**src/logic/emio_bus_macros.svh**
```systemverilog
// address map, emio bit positions and heartbeat timing for the register bus
`ifndef EMIO_BUS_MACROS_SVH
`define EMIO_BUS_MACROS_SVH

// address space nibbles, addr[15:12]
`define ADDR_MAIN            4'h0
`define ADDR_HUB             4'h1
`define HUB_HEARTBEAT_ADDR   16'h1004

// emio word layout
`define EMIO_VERSION         4'd1
`define EMIO_VERSION_MSB     63
`define EMIO_VERSION_LSB     60
`define EMIO_GRANT_BIT       54
`define EMIO_WRITE_BIT       53
`define EMIO_BLK_END_BIT     52
`define EMIO_BLK_START_BIT   51
`define EMIO_WEN_BIT         50
`define EMIO_OP_DONE_BIT     49
`define EMIO_REQ_BIT         48
`define EMIO_ADDR_MSB        47
`define EMIO_ADDR_LSB        32
`define EMIO_DATA_MSB        31
`define EMIO_DATA_LSB        0

// cycles between heartbeat writes
`define HEARTBEAT_PERIOD     200

`endif

```
**src/logic/emio_bus_pkg.sv**
```systemverilog
// register bus types shared by the emio bridge, the arbiters and the register bank
// quadlet addressing, write bus payload and bridge fsm encoding
package emio_bus_pkg;

    typedef logic [15:0] reg_addr_t;    // [15:12] selects the address space
    typedef logic [31:0] reg_data_t;    // one quadlet

    // write bus payload, address in the upper 16 bits
    typedef struct packed {
        reg_addr_t addr;
        reg_data_t data;
    } wr_req_t;

    // bridge fsm
    typedef enum logic [2:0] {
        ST_IDLE         = 3'd0,    // waiting for a processor request
        ST_READ         = 3'd1,    // quadlet or block read
        ST_WRITE_QUAD   = 3'd2,    // single quadlet, waits for the write grant
        ST_WRITE_BLOCK  = 3'd3,    // one quadlet per address change
        ST_WRITE_FINISH = 3'd4     // write done, held until req falls
    } bridge_state_t;

endpackage

```
**src/logic/bus_arbiter.sv**
```systemverilog
// two-requester round-robin arbiter for one register bus
// a grant is held while its request stays up, the payload and wen of the
// granted master are forwarded
`timescale 1ns/1ps

module bus_arbiter #(
    parameter type payload_t = logic [31:0]
) (
    input  logic     sysclk,
    input  logic     reset,
    input  logic     req_a,
    input  logic     req_b,
    input  payload_t payload_a,
    input  payload_t payload_b,
    input  logic     wen_a,
    input  logic     wen_b,
    output logic     grant_a,
    output logic     grant_b,
    output payload_t payload,
    output logic     wen
);

    logic last_b;         // b won the last arbitration
    logic grant_a_nxt;
    logic grant_b_nxt;

    always_comb begin
        grant_a_nxt = 1'b0;
        grant_b_nxt = 1'b0;
        if (grant_a && req_a) begin
            grant_a_nxt = 1'b1;              // holder keeps the bus
        end else if (grant_b && req_b) begin
            grant_b_nxt = 1'b1;
        end else if (req_a && req_b) begin
            grant_a_nxt = last_b;            // the one not served last
            grant_b_nxt = ~last_b;
        end else begin
            grant_a_nxt = req_a;
            grant_b_nxt = req_b;
        end
    end

    always_ff @(posedge sysclk) begin
        if (reset) begin
            grant_a <= 1'b0;
            grant_b <= 1'b0;
            last_b  <= 1'b0;
        end else begin
            grant_a <= grant_a_nxt;
            grant_b <= grant_b_nxt;
            if (grant_a_nxt)
                last_b <= 1'b0;
            else if (grant_b_nxt)
                last_b <= 1'b1;
        end
    end

    assign payload = grant_b ? payload_b : payload_a;
    assign wen     = (grant_a & wen_a) | (grant_b & wen_b);    // ungranted wen is dropped

endmodule

```
**src/logic/emio_bridge.sv**
```systemverilog
// emio bridge, turns the processor's 64-bit emio port into register bus cycles
// quadlet and block read/write, abort on a falling request and the
// timestamp delta for real-time block reads of main address 0
`timescale 1ns/1ps
`include "emio_bus_macros.svh"

module emio_bridge (
    input  logic                    sysclk,
    input  logic                    reset,
    input  logic [63:0]             emio_ps_out,     // driven by the processor
    input  logic [63:0]             emio_ps_tri,     // 1 = bit is an input to the processor
    input  emio_bus_pkg::reg_data_t reg_rdata,
    input  logic                    reg_rvalid,
    input  logic                    grant_read_bus,
    input  logic                    grant_write_bus,
    input  emio_bus_pkg::reg_data_t timestamp,
    output logic [63:0]             emio_ps_in,
    output emio_bus_pkg::reg_addr_t reg_raddr,
    output logic                    req_read_bus,
    output emio_bus_pkg::wr_req_t   wr_payload,
    output logic                    reg_wen,
    output logic                    req_write_bus
);

    // raw processor fields, data is only used once the address has settled
    emio_bus_pkg::reg_addr_t ps_reg_addr;
    emio_bus_pkg::reg_data_t ps_reg_wdata;
    logic                    ps_req;
    logic                    ps_wen;            // echoed only
    logic                    ps_blk_start;
    logic                    ps_blk_end;
    logic                    ps_write;

    // sysclk side copies
    logic [1:0]              ps_req_sync;       // two-flop synchronizer
    logic                    ps_req_prev;       // edge detect behind it
    emio_bus_pkg::reg_addr_t ps_addr_latched;
    logic                    ps_blk_start_latched;
    logic                    ps_blk_end_latched;
    logic                    req_rise;
    logic                    req_fall;

    emio_bus_pkg::bridge_state_t state;
    logic                    reg_op_done;
    logic                    first_quad;        // current block quadlet not yet written
    logic                    blk_rt_rd;         // real-time block read in progress
    logic                    rt_start;
    logic                    timestamp_rd;
    logic                    addr_main;
    logic                    addr_match;
    logic                    raddr_diff;
    logic                    waddr_diff;
    emio_bus_pkg::reg_data_t rdata_latched;
    emio_bus_pkg::reg_data_t timestamp_prev;    // timestamp at the last real-time start
    emio_bus_pkg::reg_data_t timestamp_delta;

    assign ps_reg_wdata = emio_ps_out[`EMIO_DATA_MSB:`EMIO_DATA_LSB];
    assign ps_reg_addr  = emio_ps_out[`EMIO_ADDR_MSB:`EMIO_ADDR_LSB];
    assign ps_req       = emio_ps_out[`EMIO_REQ_BIT];
    assign ps_wen       = emio_ps_out[`EMIO_WEN_BIT];
    assign ps_blk_start = emio_ps_out[`EMIO_BLK_START_BIT];
    assign ps_blk_end   = emio_ps_out[`EMIO_BLK_END_BIT];

    // every data bit driven by the processor means a write
    assign ps_write = (emio_ps_tri[`EMIO_DATA_MSB:`EMIO_DATA_LSB] == 32'd0);

    assign req_rise = ps_req_sync[1] & ~ps_req_prev;
    assign req_fall = ~ps_req_sync[1] & ps_req_prev;

    assign addr_main    = (ps_addr_latched[15:12] == `ADDR_MAIN);
    assign rt_start     = ~ps_write & ps_blk_start_latched & addr_main;
    assign timestamp_rd = blk_rt_rd && (reg_raddr == {`ADDR_MAIN, 12'h000});
    assign raddr_diff   = (reg_raddr != ps_addr_latched);
    assign waddr_diff   = (wr_payload.addr != ps_addr_latched);

    // op_done only counts for the address the processor is looking at
    assign addr_match = ps_write ? (ps_reg_addr == wr_payload.addr) : (ps_reg_addr == reg_raddr);

    assign emio_ps_in[`EMIO_VERSION_MSB:`EMIO_VERSION_LSB] = `EMIO_VERSION;
    assign emio_ps_in[59:55]                 = 5'd0;    // spare
    assign emio_ps_in[`EMIO_GRANT_BIT]       = ps_write ? grant_write_bus : grant_read_bus;
    assign emio_ps_in[`EMIO_WRITE_BIT]       = ps_write;
    assign emio_ps_in[`EMIO_BLK_END_BIT]     = ps_blk_end;
    assign emio_ps_in[`EMIO_BLK_START_BIT]   = ps_blk_start;
    assign emio_ps_in[`EMIO_WEN_BIT]         = ps_wen;
    assign emio_ps_in[`EMIO_OP_DONE_BIT]     = reg_op_done & addr_match;
    assign emio_ps_in[`EMIO_REQ_BIT]         = ps_req;
    assign emio_ps_in[`EMIO_ADDR_MSB:`EMIO_ADDR_LSB] = ps_reg_addr;
    assign emio_ps_in[`EMIO_DATA_MSB:`EMIO_DATA_LSB] = ps_write ? ps_reg_wdata : rdata_latched;

    always_ff @(posedge sysclk) begin
        if (reset) begin
            ps_req_sync    <= 2'b00;
            ps_req_prev    <= 1'b0;
            state          <= emio_bus_pkg::ST_IDLE;
            req_read_bus   <= 1'b0;
            req_write_bus  <= 1'b0;
            reg_wen        <= 1'b0;
            reg_op_done    <= 1'b0;
            first_quad     <= 1'b0;
            blk_rt_rd      <= 1'b0;
            timestamp_prev <= '0;
        end else begin
            ps_req_sync          <= {ps_req_sync[0], ps_req};
            ps_req_prev          <= ps_req_sync[1];
            ps_addr_latched      <= ps_reg_addr;
            ps_blk_start_latched <= ps_blk_start;
            ps_blk_end_latched   <= ps_blk_end;

            case (state)
                emio_bus_pkg::ST_IDLE: begin
                    reg_op_done <= 1'b0;
                    reg_wen     <= 1'b0;
                    if (req_rise) begin
                        first_quad <= 1'b1;
                        if (rt_start) begin
                            timestamp_delta <= (timestamp - timestamp_prev) - 32'd1;
                            timestamp_prev  <= timestamp;
                        end
                        if (!ps_write) begin
                            req_read_bus <= 1'b1;
                            reg_raddr    <= ps_addr_latched;
                            blk_rt_rd    <= rt_start;
                            state        <= emio_bus_pkg::ST_READ;
                        end else begin
                            req_write_bus   <= 1'b1;
                            wr_payload.addr <= ps_addr_latched;
                            wr_payload.data <= ps_reg_wdata;
                            state <= ps_blk_start_latched ? emio_bus_pkg::ST_WRITE_BLOCK
                                                          : emio_bus_pkg::ST_WRITE_QUAD;
                        end
                    end else begin
                        req_read_bus  <= 1'b0;    // release both buses
                        req_write_bus <= 1'b0;
                    end
                end

                emio_bus_pkg::ST_READ: begin
                    if (req_read_bus && grant_read_bus) begin
                        if (raddr_diff) begin
                            reg_raddr   <= ps_addr_latched;    // next block quadlet
                            reg_op_done <= 1'b0;
                        end else if (reg_rvalid) begin
                            rdata_latched <= timestamp_rd ? timestamp_delta : reg_rdata;
                            reg_op_done   <= 1'b1;
                            req_read_bus  <= ps_blk_start_latched & ~ps_blk_end_latched;
                        end
                    end
                end

                emio_bus_pkg::ST_WRITE_QUAD: begin
                    if (req_write_bus && grant_write_bus) begin
                        reg_wen <= 1'b1;    // payload already latched
                        state   <= emio_bus_pkg::ST_WRITE_FINISH;
                    end
                end

                emio_bus_pkg::ST_WRITE_BLOCK: begin
                    if (req_write_bus && grant_write_bus) begin
                        if (first_quad) begin
                            first_quad <= 1'b0;
                            reg_wen    <= 1'b1;
                        end else if (waddr_diff) begin
                            wr_payload.addr <= ps_addr_latched;    // processor moved on
                            wr_payload.data <= ps_reg_wdata;
                            reg_wen         <= 1'b1;
                            reg_op_done     <= 1'b0;
                        end else begin
                            reg_wen     <= 1'b0;
                            reg_op_done <= ~ps_blk_end_latched;
                            if (ps_blk_end_latched)
                                state <= emio_bus_pkg::ST_WRITE_FINISH;
                        end
                    end else begin
                        reg_wen    <= 1'b0;    // bus lost, redo this quadlet
                        first_quad <= 1'b1;
                    end
                end

                emio_bus_pkg::ST_WRITE_FINISH: begin
                    reg_wen       <= 1'b0;
                    req_write_bus <= 1'b0;
                    reg_op_done   <= 1'b1;
                end

                default: state <= emio_bus_pkg::ST_IDLE;
            endcase

            // falling req ends any transfer and wins over the fsm
            if (req_fall) begin
                state       <= emio_bus_pkg::ST_IDLE;
                reg_op_done <= 1'b0;
                reg_wen     <= 1'b0;
            end
        end
    end

endmodule

```
**src/logic/emio_subsystem_top.sv**
```systemverilog
// emio subsystem top, the bridge and the heartbeat writer share the register
// bank through one read arbiter and one write arbiter
`timescale 1ns/1ps

module emio_subsystem_top (
    input  logic        sysclk,
    input  logic        reset,
    input  logic [63:0] emio_ps_out,
    input  logic [63:0] emio_ps_tri,
    output logic [63:0] emio_ps_in
);

    emio_bus_pkg::reg_addr_t bridge_raddr;
    emio_bus_pkg::reg_addr_t bank_raddr;
    emio_bus_pkg::reg_data_t reg_rdata;
    emio_bus_pkg::reg_data_t timestamp;
    logic                    reg_rvalid;
    logic                    req_read;
    logic                    grant_read;
    emio_bus_pkg::wr_req_t   bridge_wr;
    emio_bus_pkg::wr_req_t   hb_wr;
    emio_bus_pkg::wr_req_t   bank_wr;
    logic                    bridge_wen;
    logic                    hb_wen;
    logic                    bank_wen;
    logic                    req_write;
    logic                    grant_write;
    logic                    hb_req;
    logic                    hb_grant;

    emio_bridge bridge (
        .sysclk(sysclk), .reset(reset),
        .emio_ps_out(emio_ps_out), .emio_ps_tri(emio_ps_tri), .emio_ps_in(emio_ps_in),
        .reg_raddr(bridge_raddr), .reg_rdata(reg_rdata), .reg_rvalid(reg_rvalid),
        .req_read_bus(req_read), .grant_read_bus(grant_read),
        .wr_payload(bridge_wr), .reg_wen(bridge_wen),
        .req_write_bus(req_write), .grant_write_bus(grant_write),
        .timestamp(timestamp)
    );

    heartbeat_writer heartbeat (
        .sysclk(sysclk), .reset(reset),
        .grant(hb_grant), .req(hb_req), .payload(hb_wr), .wen(hb_wen)
    );

    // read bus, only the bridge reads
    bus_arbiter #(.payload_t(emio_bus_pkg::reg_addr_t)) read_arb (
        .sysclk(sysclk), .reset(reset),
        .req_a(req_read), .req_b(1'b0),
        .payload_a(bridge_raddr), .payload_b('0),
        .wen_a(1'b0), .wen_b(1'b0),
        .grant_a(grant_read), .grant_b(),
        .payload(bank_raddr), .wen()
    );

    bus_arbiter #(.payload_t(emio_bus_pkg::wr_req_t)) write_arb (
        .sysclk(sysclk), .reset(reset),
        .req_a(req_write), .req_b(hb_req),
        .payload_a(bridge_wr), .payload_b(hb_wr),
        .wen_a(bridge_wen), .wen_b(hb_wen),
        .grant_a(grant_write), .grant_b(hb_grant),
        .payload(bank_wr), .wen(bank_wen)
    );

    register_bank bank (
        .sysclk(sysclk), .reset(reset),
        .raddr(bank_raddr), .rd_granted(grant_read),
        .waddr_wdata(bank_wr), .wen(bank_wen),
        .rdata(reg_rdata), .rvalid(reg_rvalid), .timestamp(timestamp)
    );

endmodule

```
**src/logic/heartbeat_writer.sv**
```systemverilog
// heartbeat master on the write bus
// every PERIOD cycles it writes its beat count to the hub heartbeat register
`timescale 1ns/1ps
`include "emio_bus_macros.svh"

module heartbeat_writer #(
    parameter int PERIOD = `HEARTBEAT_PERIOD
) (
    input  logic                  sysclk,
    input  logic                  reset,
    input  logic                  grant,
    output logic                  req,
    output emio_bus_pkg::wr_req_t payload,
    output logic                  wen
);

    localparam int CNT_W = (PERIOD > 1) ? $clog2(PERIOD) : 1;

    logic [CNT_W-1:0]        period_cnt;
    emio_bus_pkg::reg_data_t beat_cnt;      // value of the next write
    logic                    tick;

    assign tick = (period_cnt == CNT_W'(PERIOD - 1));

    always_ff @(posedge sysclk) begin
        if (reset) begin
            period_cnt <= '0;
            beat_cnt   <= '0;
            req        <= 1'b0;
            wen        <= 1'b0;
        end else begin
            period_cnt <= tick ? '0 : period_cnt + 1'b1;
            if (wen) begin
                wen      <= 1'b0;           // single wen cycle
                req      <= 1'b0;
                beat_cnt <= beat_cnt + 32'd1;
            end else if (req && grant) begin
                wen <= 1'b1;
            end else if (tick) begin
                req <= 1'b1;                // no effect while a write is pending
            end
        end
    end

    assign payload.addr = `HUB_HEARTBEAT_ADDR;
    assign payload.data = beat_cnt;

endmodule

```
**src/logic/register_bank.sv**
```systemverilog
// register bank behind the read and write buses
// sixteen main registers, the hub heartbeat register and a free-running timestamp
`timescale 1ns/1ps
`include "emio_bus_macros.svh"

module register_bank (
    input  logic                    sysclk,
    input  logic                    reset,
    input  emio_bus_pkg::reg_addr_t raddr,
    input  logic                    rd_granted,
    input  emio_bus_pkg::wr_req_t   waddr_wdata,
    input  logic                    wen,
    output emio_bus_pkg::reg_data_t rdata,
    output logic                    rvalid,
    output emio_bus_pkg::reg_data_t timestamp
);

    emio_bus_pkg::reg_data_t main_regs [16];
    emio_bus_pkg::reg_data_t heartbeat_reg;
    emio_bus_pkg::reg_data_t rd_word;
    emio_bus_pkg::reg_addr_t raddr_q;       // address behind rdata
    logic                    rd_granted_q;
    logic                    wr_main;
    logic                    wr_heartbeat;

    // main space uses addr[3:0] only, the rest of the space is unmapped
    always_comb begin
        if (raddr[15:4] == {`ADDR_MAIN, 8'h00})
            rd_word = main_regs[raddr[3:0]];
        else if (raddr == `HUB_HEARTBEAT_ADDR)
            rd_word = heartbeat_reg;
        else
            rd_word = 32'hDEADBEEF;
    end

    assign wr_main      = wen && (waddr_wdata.addr[15:4] == {`ADDR_MAIN, 8'h00});
    assign wr_heartbeat = wen && (waddr_wdata.addr == `HUB_HEARTBEAT_ADDR);

    always_ff @(posedge sysclk) begin
        if (wr_main)
            main_regs[waddr_wdata.addr[3:0]] <= waddr_wdata.data;
        rdata   <= rd_word;
        raddr_q <= raddr;
    end

    always_ff @(posedge sysclk) begin
        if (reset) begin
            heartbeat_reg <= '0;
            timestamp     <= '0;
            rd_granted_q  <= 1'b0;
        end else begin
            timestamp    <= timestamp + 32'd1;    // free running
            rd_granted_q <= rd_granted;
            if (wr_heartbeat)
                heartbeat_reg <= waddr_wdata.data;
        end
    end

    // valid once the granted address has been stable for a cycle
    assign rvalid = rd_granted_q && (raddr == raddr_q);

endmodule

```
**config.mk**
```make
export PLATFORM = sky130hd
export DESIGN_NAME = emio_subsystem_top
export DESIGN_NICKNAME = d
export VERILOG_FILES = /design/src/logic/emio_bus_pkg.sv /design/src/logic/bus_arbiter.sv /design/src/logic/emio_bridge.sv /design/src/logic/emio_subsystem_top.sv /design/src/logic/heartbeat_writer.sv /design/src/logic/register_bank.sv
export VERILOG_INCLUDE_DIRS = /design/src /design/src/logic
export SDC_FILE = /design/constraint.sdc
export NUM_CORES = 1
export LEC_CHECK = 0
export BUFFER_PORTS_ARGS = -buffer_cell sky130_fd_sc_hd__buf_4
export CORE_MARGIN = 4
export CORE_UTILIZATION = 55
export DETAILED_ROUTE_END_ITERATION = 16
export PLACE_DENSITY = 0.7
export SLEW_MARGIN = 10
export SYNTH_ARGS = -nofsm -noshare
export SYNTH_HDL_FRONTEND = slang
export SYNTH_SLANG_ARGS = --single-unit
```
**constraint.sdc**
```tcl
create_clock -name sysclk -period 5.5 [get_ports sysclk]
set_input_delay 1.1 -clock sysclk [delete_from_list [all_inputs] [get_ports sysclk]]
set_output_delay 1.1 -clock sysclk [all_outputs]
set_load 0.02 [all_outputs]
```
==> results of run 1 <==
per-layer routing:
metal  track usage [%]  share of wire (%)  vias to the layer above
met3              3.34                5.7                      154
met2              39.8                 50                      653
met1              32.4                 41                     9891
met5                 0                  0                        -
met4              8.50                3.6                        0
li1                  -                  -                     8768
layout by cell type, fill, tap and decap left out, types with 25 or more instances in the layout:
cell / count
a21oi_1: 87
buf_4: 171
clkbuf_16: 90
dfxtp_1: 202
edfxtp_1: 658
ha_1: 34
inv_1: 60
mux2_2: 104
mux2i_1: 58
mux4_2: 153
nand2_1: 129
nand3_1: 38
nor2_1: 154
o21ai_0: 28
o22a_1: 25
xnor2_1: 72
xor2_1: 80
layout make-up:
class	instances	area [um2]	share of cell area [%]
clock buffers	112	2450	6.08
clock inverters	53	627	1.55
inverters	60	225	0.558
multi-input cells	1197	10700	26.6
flip-flops and latches	865	23900	59.3
well taps	846	1060	2.62
repair buffers	173	1320	3.28
cells by family (layout without fill, tap and decap cells):
kind of cell,after synthesis,count (layout),share of synthesized area [%]
compound gates,211,211,3.83
mux,315,315,14.7
other cells,2,9,0.0213
simple gates,475,475,6.31
fa+ha+maj,35,35,1.26
flops,865,865,67.7
buf+inv,186,398,2.42
xor+xnor,152,152,3.77
critical path, cell delays in order:
cell     delay (ns)
buf_4          0.11
nor4_1         0.34
nand4_1        0.30
nor2_4         0.30
buf_4          0.36
mux2i_1        0.26
o22ai_1        0.09
or4_1          0.48
nor3_1         0.35
buf_4          0.22
through the flow:
step | cell area, um2 | power (W) | worst slack [ns]
2_1_floorplan | 35300 | 0.00747 | 0.473
3_3_place_gp | 37300 | 0.00761 | 0.567
3_5_place_dp | 37300 | 0.00762 | 0.462
4_1_cts | 40300 | 0.0138 | 0.452
5_1_grt | 40300 | 0.0141 | 0.358
6_report | 40300 | 0.0137 | 0.455
path summary, 6_finish.rpt:
check / endpoint / from / slack (ns)
hold reg to reg: heartbeat.period_cnt[0] / heartbeat.period_cnt[0] / 0.44
setup reg to reg: bank.main_regs[4][19] / write_arb.grant_b / 1.28
setup / recovery: emio_ps_in[49] / emio_ps_tri[17] / 0.46
hold / removal: heartbeat.period_cnt[0] / heartbeat.period_cnt[0] / 0.44
synthesized netlist by cell type (all sizes together), types with 3 or more instances:
cell and n:
a2111oi 3, a211oi 4, a21o 13, a21oi 88, and2 3, and3 21
and4 6, buf 73, clkbuf 53, dfxtp 207, edfxtp 658, ha 34
inv 60, mux2 104, mux2i 58, mux4 153, nand2 129, nand2b 8
nand3 38, nand4 23, nor2 173, nor2b 11, nor3 12, nor4 25
o211ai 4, o21a 5, o21ai 32, o21bai 5, o22a 25, o22ai 11
o31ai 3, or2 4, or3 14, xnor2 72, xor2 80
where the power goes:
group | internal [W] | switching, W
Combinational | 0.000223 | 0.000224
Clock | 0.00371 | 0.00256
Sequential | 0.00698 | 0.0000475
Total | 0.0109 | 0.00283
==> qor.txt, run 1 <==
status -> complete, no violations
Synth area leader -> edfxtp_1
first-pass GRT wire length -> 122000 um
Pwr Density -> 341 nW/um2
arrival time worst endpoint -> 3.94 ns
RSZ-0062 raised after global routing -> no
Hold WS -> 0.444 ns
average routed wire per standard cell -> 24.4 um
CTS HTree Levels -> 3
Final Util -> 63.7%
chip height -> 261 um
hold depth -> 1
postcts setup bufs -> 0
Synth area leaders -> edfxtp_1 (56%), dfxtp_1 (12%), mux4_2 (9.8%)
DP HPWL -> 50200 um
Initial Util -> 55.8%
Slew Viols, Final -> 0
DRC viols -> 0
Peak supply drop -> 292 uV
R2R depth -> 5
row count -> 92
port bufs -> 138
Seq/Total Area, Yosys -> 67.7%
CTS sink cnt -> 865
Crit Path Category -> input port to output pin
YS warnings -> 0
Die ar. -> 68300 um2
Skew-Pair Late Insertion Delay -> 0.65 ns
non-filler instance count after layout -> 3306
Slew headroom -> 14.1%
CP Capture Type -> output pin
Final Setup Violations -> 0
vias in the first global route -> 19.8k
Setup TNS -> 0 ns
vias -> 19.5k
number of flip-flops in the largest register -> 512
Hold Violations, Final -> 0
#FFs+latches synth -> 865
share of cells above drive strength 1 -> 25.0%
Layout area overhead -> 14.2%
TritonRoute pass-1 iters -> 6
startpoint types -> input port
Final Skew -> 0.0199 ns
worst hold-check path type -> flop to flop
Post-Syn Area -> 35300 um2
cell count after synthesis -> 2241
initial antenna violation count -> 0
post-synthesis async set-or-reset flop share -> 0%
Num CTS Buffers -> 88
fin crit share -> 91.7%
chip width -> 261 um
Tightest Pin Transition -> 1.28 ns
fill cell count -> 4552
post-CTS sizing -> 0
gr usage total -> 23.8%
TritonCTS clock tree -> done
top_reg_cell synth -> edfxtp_1
Mapped Avg Cell Area -> 15.8 um2
nets -> 2550
clock tree buffer depth -> 3
Max Cap Viol -> 0
Antenna Nets Post-Route -> 0
Post-synth EDFFs -> 658
Clk pin slew, worst setup/hold paths -> 0.06 ns
Max FO, Critical Path -> 21
fin crit period -> 5.04 ns
RD Place Congestion -> 0.862
Leak Pwr -> 13.6 nW
Starting DRT DRC Count -> 2054
Placeable Area -> 63300 um2
Peak Freq -> 0.198 GHz
area share of the largest cell type after synthesis -> 55.9%
clk root buf -> clkbuf_16
antenna cells -> 0
DP Cell Count -> 3141
total gr overflow -> 0
Critical Path RT -> 4.40 ns
drt via density -> 5.89
post-synth cell types -> 71
Post-Route WL -> 80600 um
# hold bufs at CTS -> 0
io pins -> 194
largest net degree at the start of global routing -> 77
Note: power is estimated with default switching activity, not from simulation.
==> run 2, diff against run 1 <==
- RECOVER_POWER: default -> 25
==> run 2 against run 1 <==
Worst hold slack improved by 0.0015 ns. Register-to-register slack is essentially flat. Non-clock buffer count did not move. Critical path depth unchanged. Via count increased by 0.21%. Flip-flop and latch count stayed put. Largest power group unchanged.
==> qor.txt, run 2 (synthesized netlist as in run 1, its figures left out) <==
share of cells above drive strength 1 -> 22.5%
Placeable Area -> 63300 um2
Peak supply drop -> 292 uV
port bufs -> 138
sequence of cells on the critical path -> buf_4 > nor4_1 > nand4_1 > nor2_4 > buf_4 > mux2i_1 > o22ai_1 > or4_1 > nor3_1 > buf_4
most frequent cells in the layout -> edfxtp_1 (658), dfxtp_1 (202), nor2_1 (154)
nets -> 2550
Tightest Pin Transition -> 1.25 ns
status -> complete, no violations
Pwr Density -> 342 nW/um2
arrival time worst endpoint -> 3.94 ns
Leak Pwr -> 13.5 nW
initial antenna violation count -> 0
average routed wire per standard cell -> 24.4 um
Clk pin slew, worst setup/hold paths -> 0.06 ns
fill cell count -> 4595
Final Skew -> 0.0187 ns
postcts setup bufs -> 0
# hold bufs at CTS -> 0
total power -> 0.0137 W
first-pass GRT wire length -> 122000 um
Post-Route WL -> 80600 um
CTS HTree Levels -> 3
Peak Freq -> 0.199 GHz
Crit path max-delay family -> simple AND/OR/NAND/NOR gates
RSZ-0062 raised after global routing -> no
Initial Util -> 55.8%
io pins -> 194
Max FO, Critical Path -> 21
Crit-path slowest cell -> or4_1
RD Place Congestion -> 0.862
Hold Violations, Final -> 0
most frequent CP cell -> buf_4
Setup TNS -> 0 ns
gr usage total -> 23.8%
TritonRoute pass-1 iters -> 6
number of flip-flops in the largest register -> 512
Slew headroom -> 15.6%
non-filler instance count after layout -> 3306
Critical path buffers and inverters -> 3
Final Setup Violations -> 0
total gr overflow -> 0
Skew-Pair Late Insertion Delay -> 0.65 ns
worst hold-check path type -> flop to flop
Antenna Nets Post-Route -> 0
CTS sink cnt -> 865
Slew Viols, Final -> 0
DP HPWL -> 50200 um
Num CTS Buffers -> 88
Starting DRT DRC Count -> 2094
chip width -> 261 um
clock tree buffer depth -> 3
Critical Path RT -> 4.40 ns
vias in the first global route -> 19.8k
chip height -> 261 um
clk root buf -> clkbuf_16
TritonCTS clock tree -> done
Layout area overhead -> 13.8%
DRC viols -> 0
DP Cell Count -> 3141
startpoint types -> input port
fin crit share -> 91.6%
drt via density -> 5.90
row count -> 92
CP max stage delay -> 0.49 ns
vias -> 19.5k
post-CTS sizing -> 0
most common cell after layout, fill and taps aside -> edfxtp_1
CP Capture Type -> output pin
largest net degree at the start of global routing -> 77
antenna cells -> 0
fin crit period -> 5.04 ns
Die ar. -> 68300 um2
Max Cap Viol -> 0
Crit Path Category -> input port to output pin
-- run 2: cell types whose count changed in the layout (fill, tap and decap cells not counted) --
cell / delta
o211ai_1: +1
and2_0: +2
clkbuf_1: +40
buf_4: -50
and2_1: -2
mux2_1: +20
mux2_2: -20
o211ai_2: -1
clkbuf_4: +10
-- run 2: final timing paths --
kind                                               from                 endpoint  slack (ns)  cells past startpoint
worst max-delay path                    emio_ps_tri[17]           emio_ps_in[49]        0.46                     10
worst min-delay path            heartbeat.period_cnt[0]  heartbeat.period_cnt[0]        0.45                      1
worst max register to register        write_arb.grant_b    bank.main_regs[7][19]        1.27                      5
worst min register to register  heartbeat.period_cnt[0]  heartbeat.period_cnt[0]        0.45                      1
-- run 2: routing by layer --
metal  part of all wire (%)  GRT usage [%]
met1                     41           32.4
met2                     50           39.8
met5                      0              0
met3                    5.5           3.34
met4                    3.6           8.50
-- run 2: report_power, final --
part	leakage [nW]	total, W	switching, W	internal, W
Clock	1.52	0.00627	0.00256	0.00371
Combinational	4.27	0.000433	0.000223	0.000210
Sequential	7.70	0.00703	0.0000472	0.00698
-- run 2: area by class of cell --
type / instances / area, um2 / share of cell area, %
clock buffers: 112 / 2450 / 6.11
clock inverters: 53 / 627 / 1.56
flip-flops and latches: 865 / 23900 / 59.5
multi-input cells: 1197 / 10700 / 26.7
well taps: 846 / 1060 / 2.63
repair buffers: 173 / 1170 / 2.92
inverters: 60 / 225 / 0.560
-- run 2: stage by stage --
| step | setup WS, ns | hold slack (ns) | util, % | area [um2] |
|---|---|---|---|---|
| global placement | 0.567 | 0.425 | 58.9 | 37300 |
| CTS | 0.452 | 0.443 | 63.7 | 40300 |
| finish | 0.465 | 0.445 | 63.5 | 40200 |
| detailed placement | 0.462 | 0.433 | 58.9 | 37300 |
| floorplan | 0.473 | 0.346 | - | 35300 |
| global route | 0.352 | 0.466 | 63.5 | 40200 |
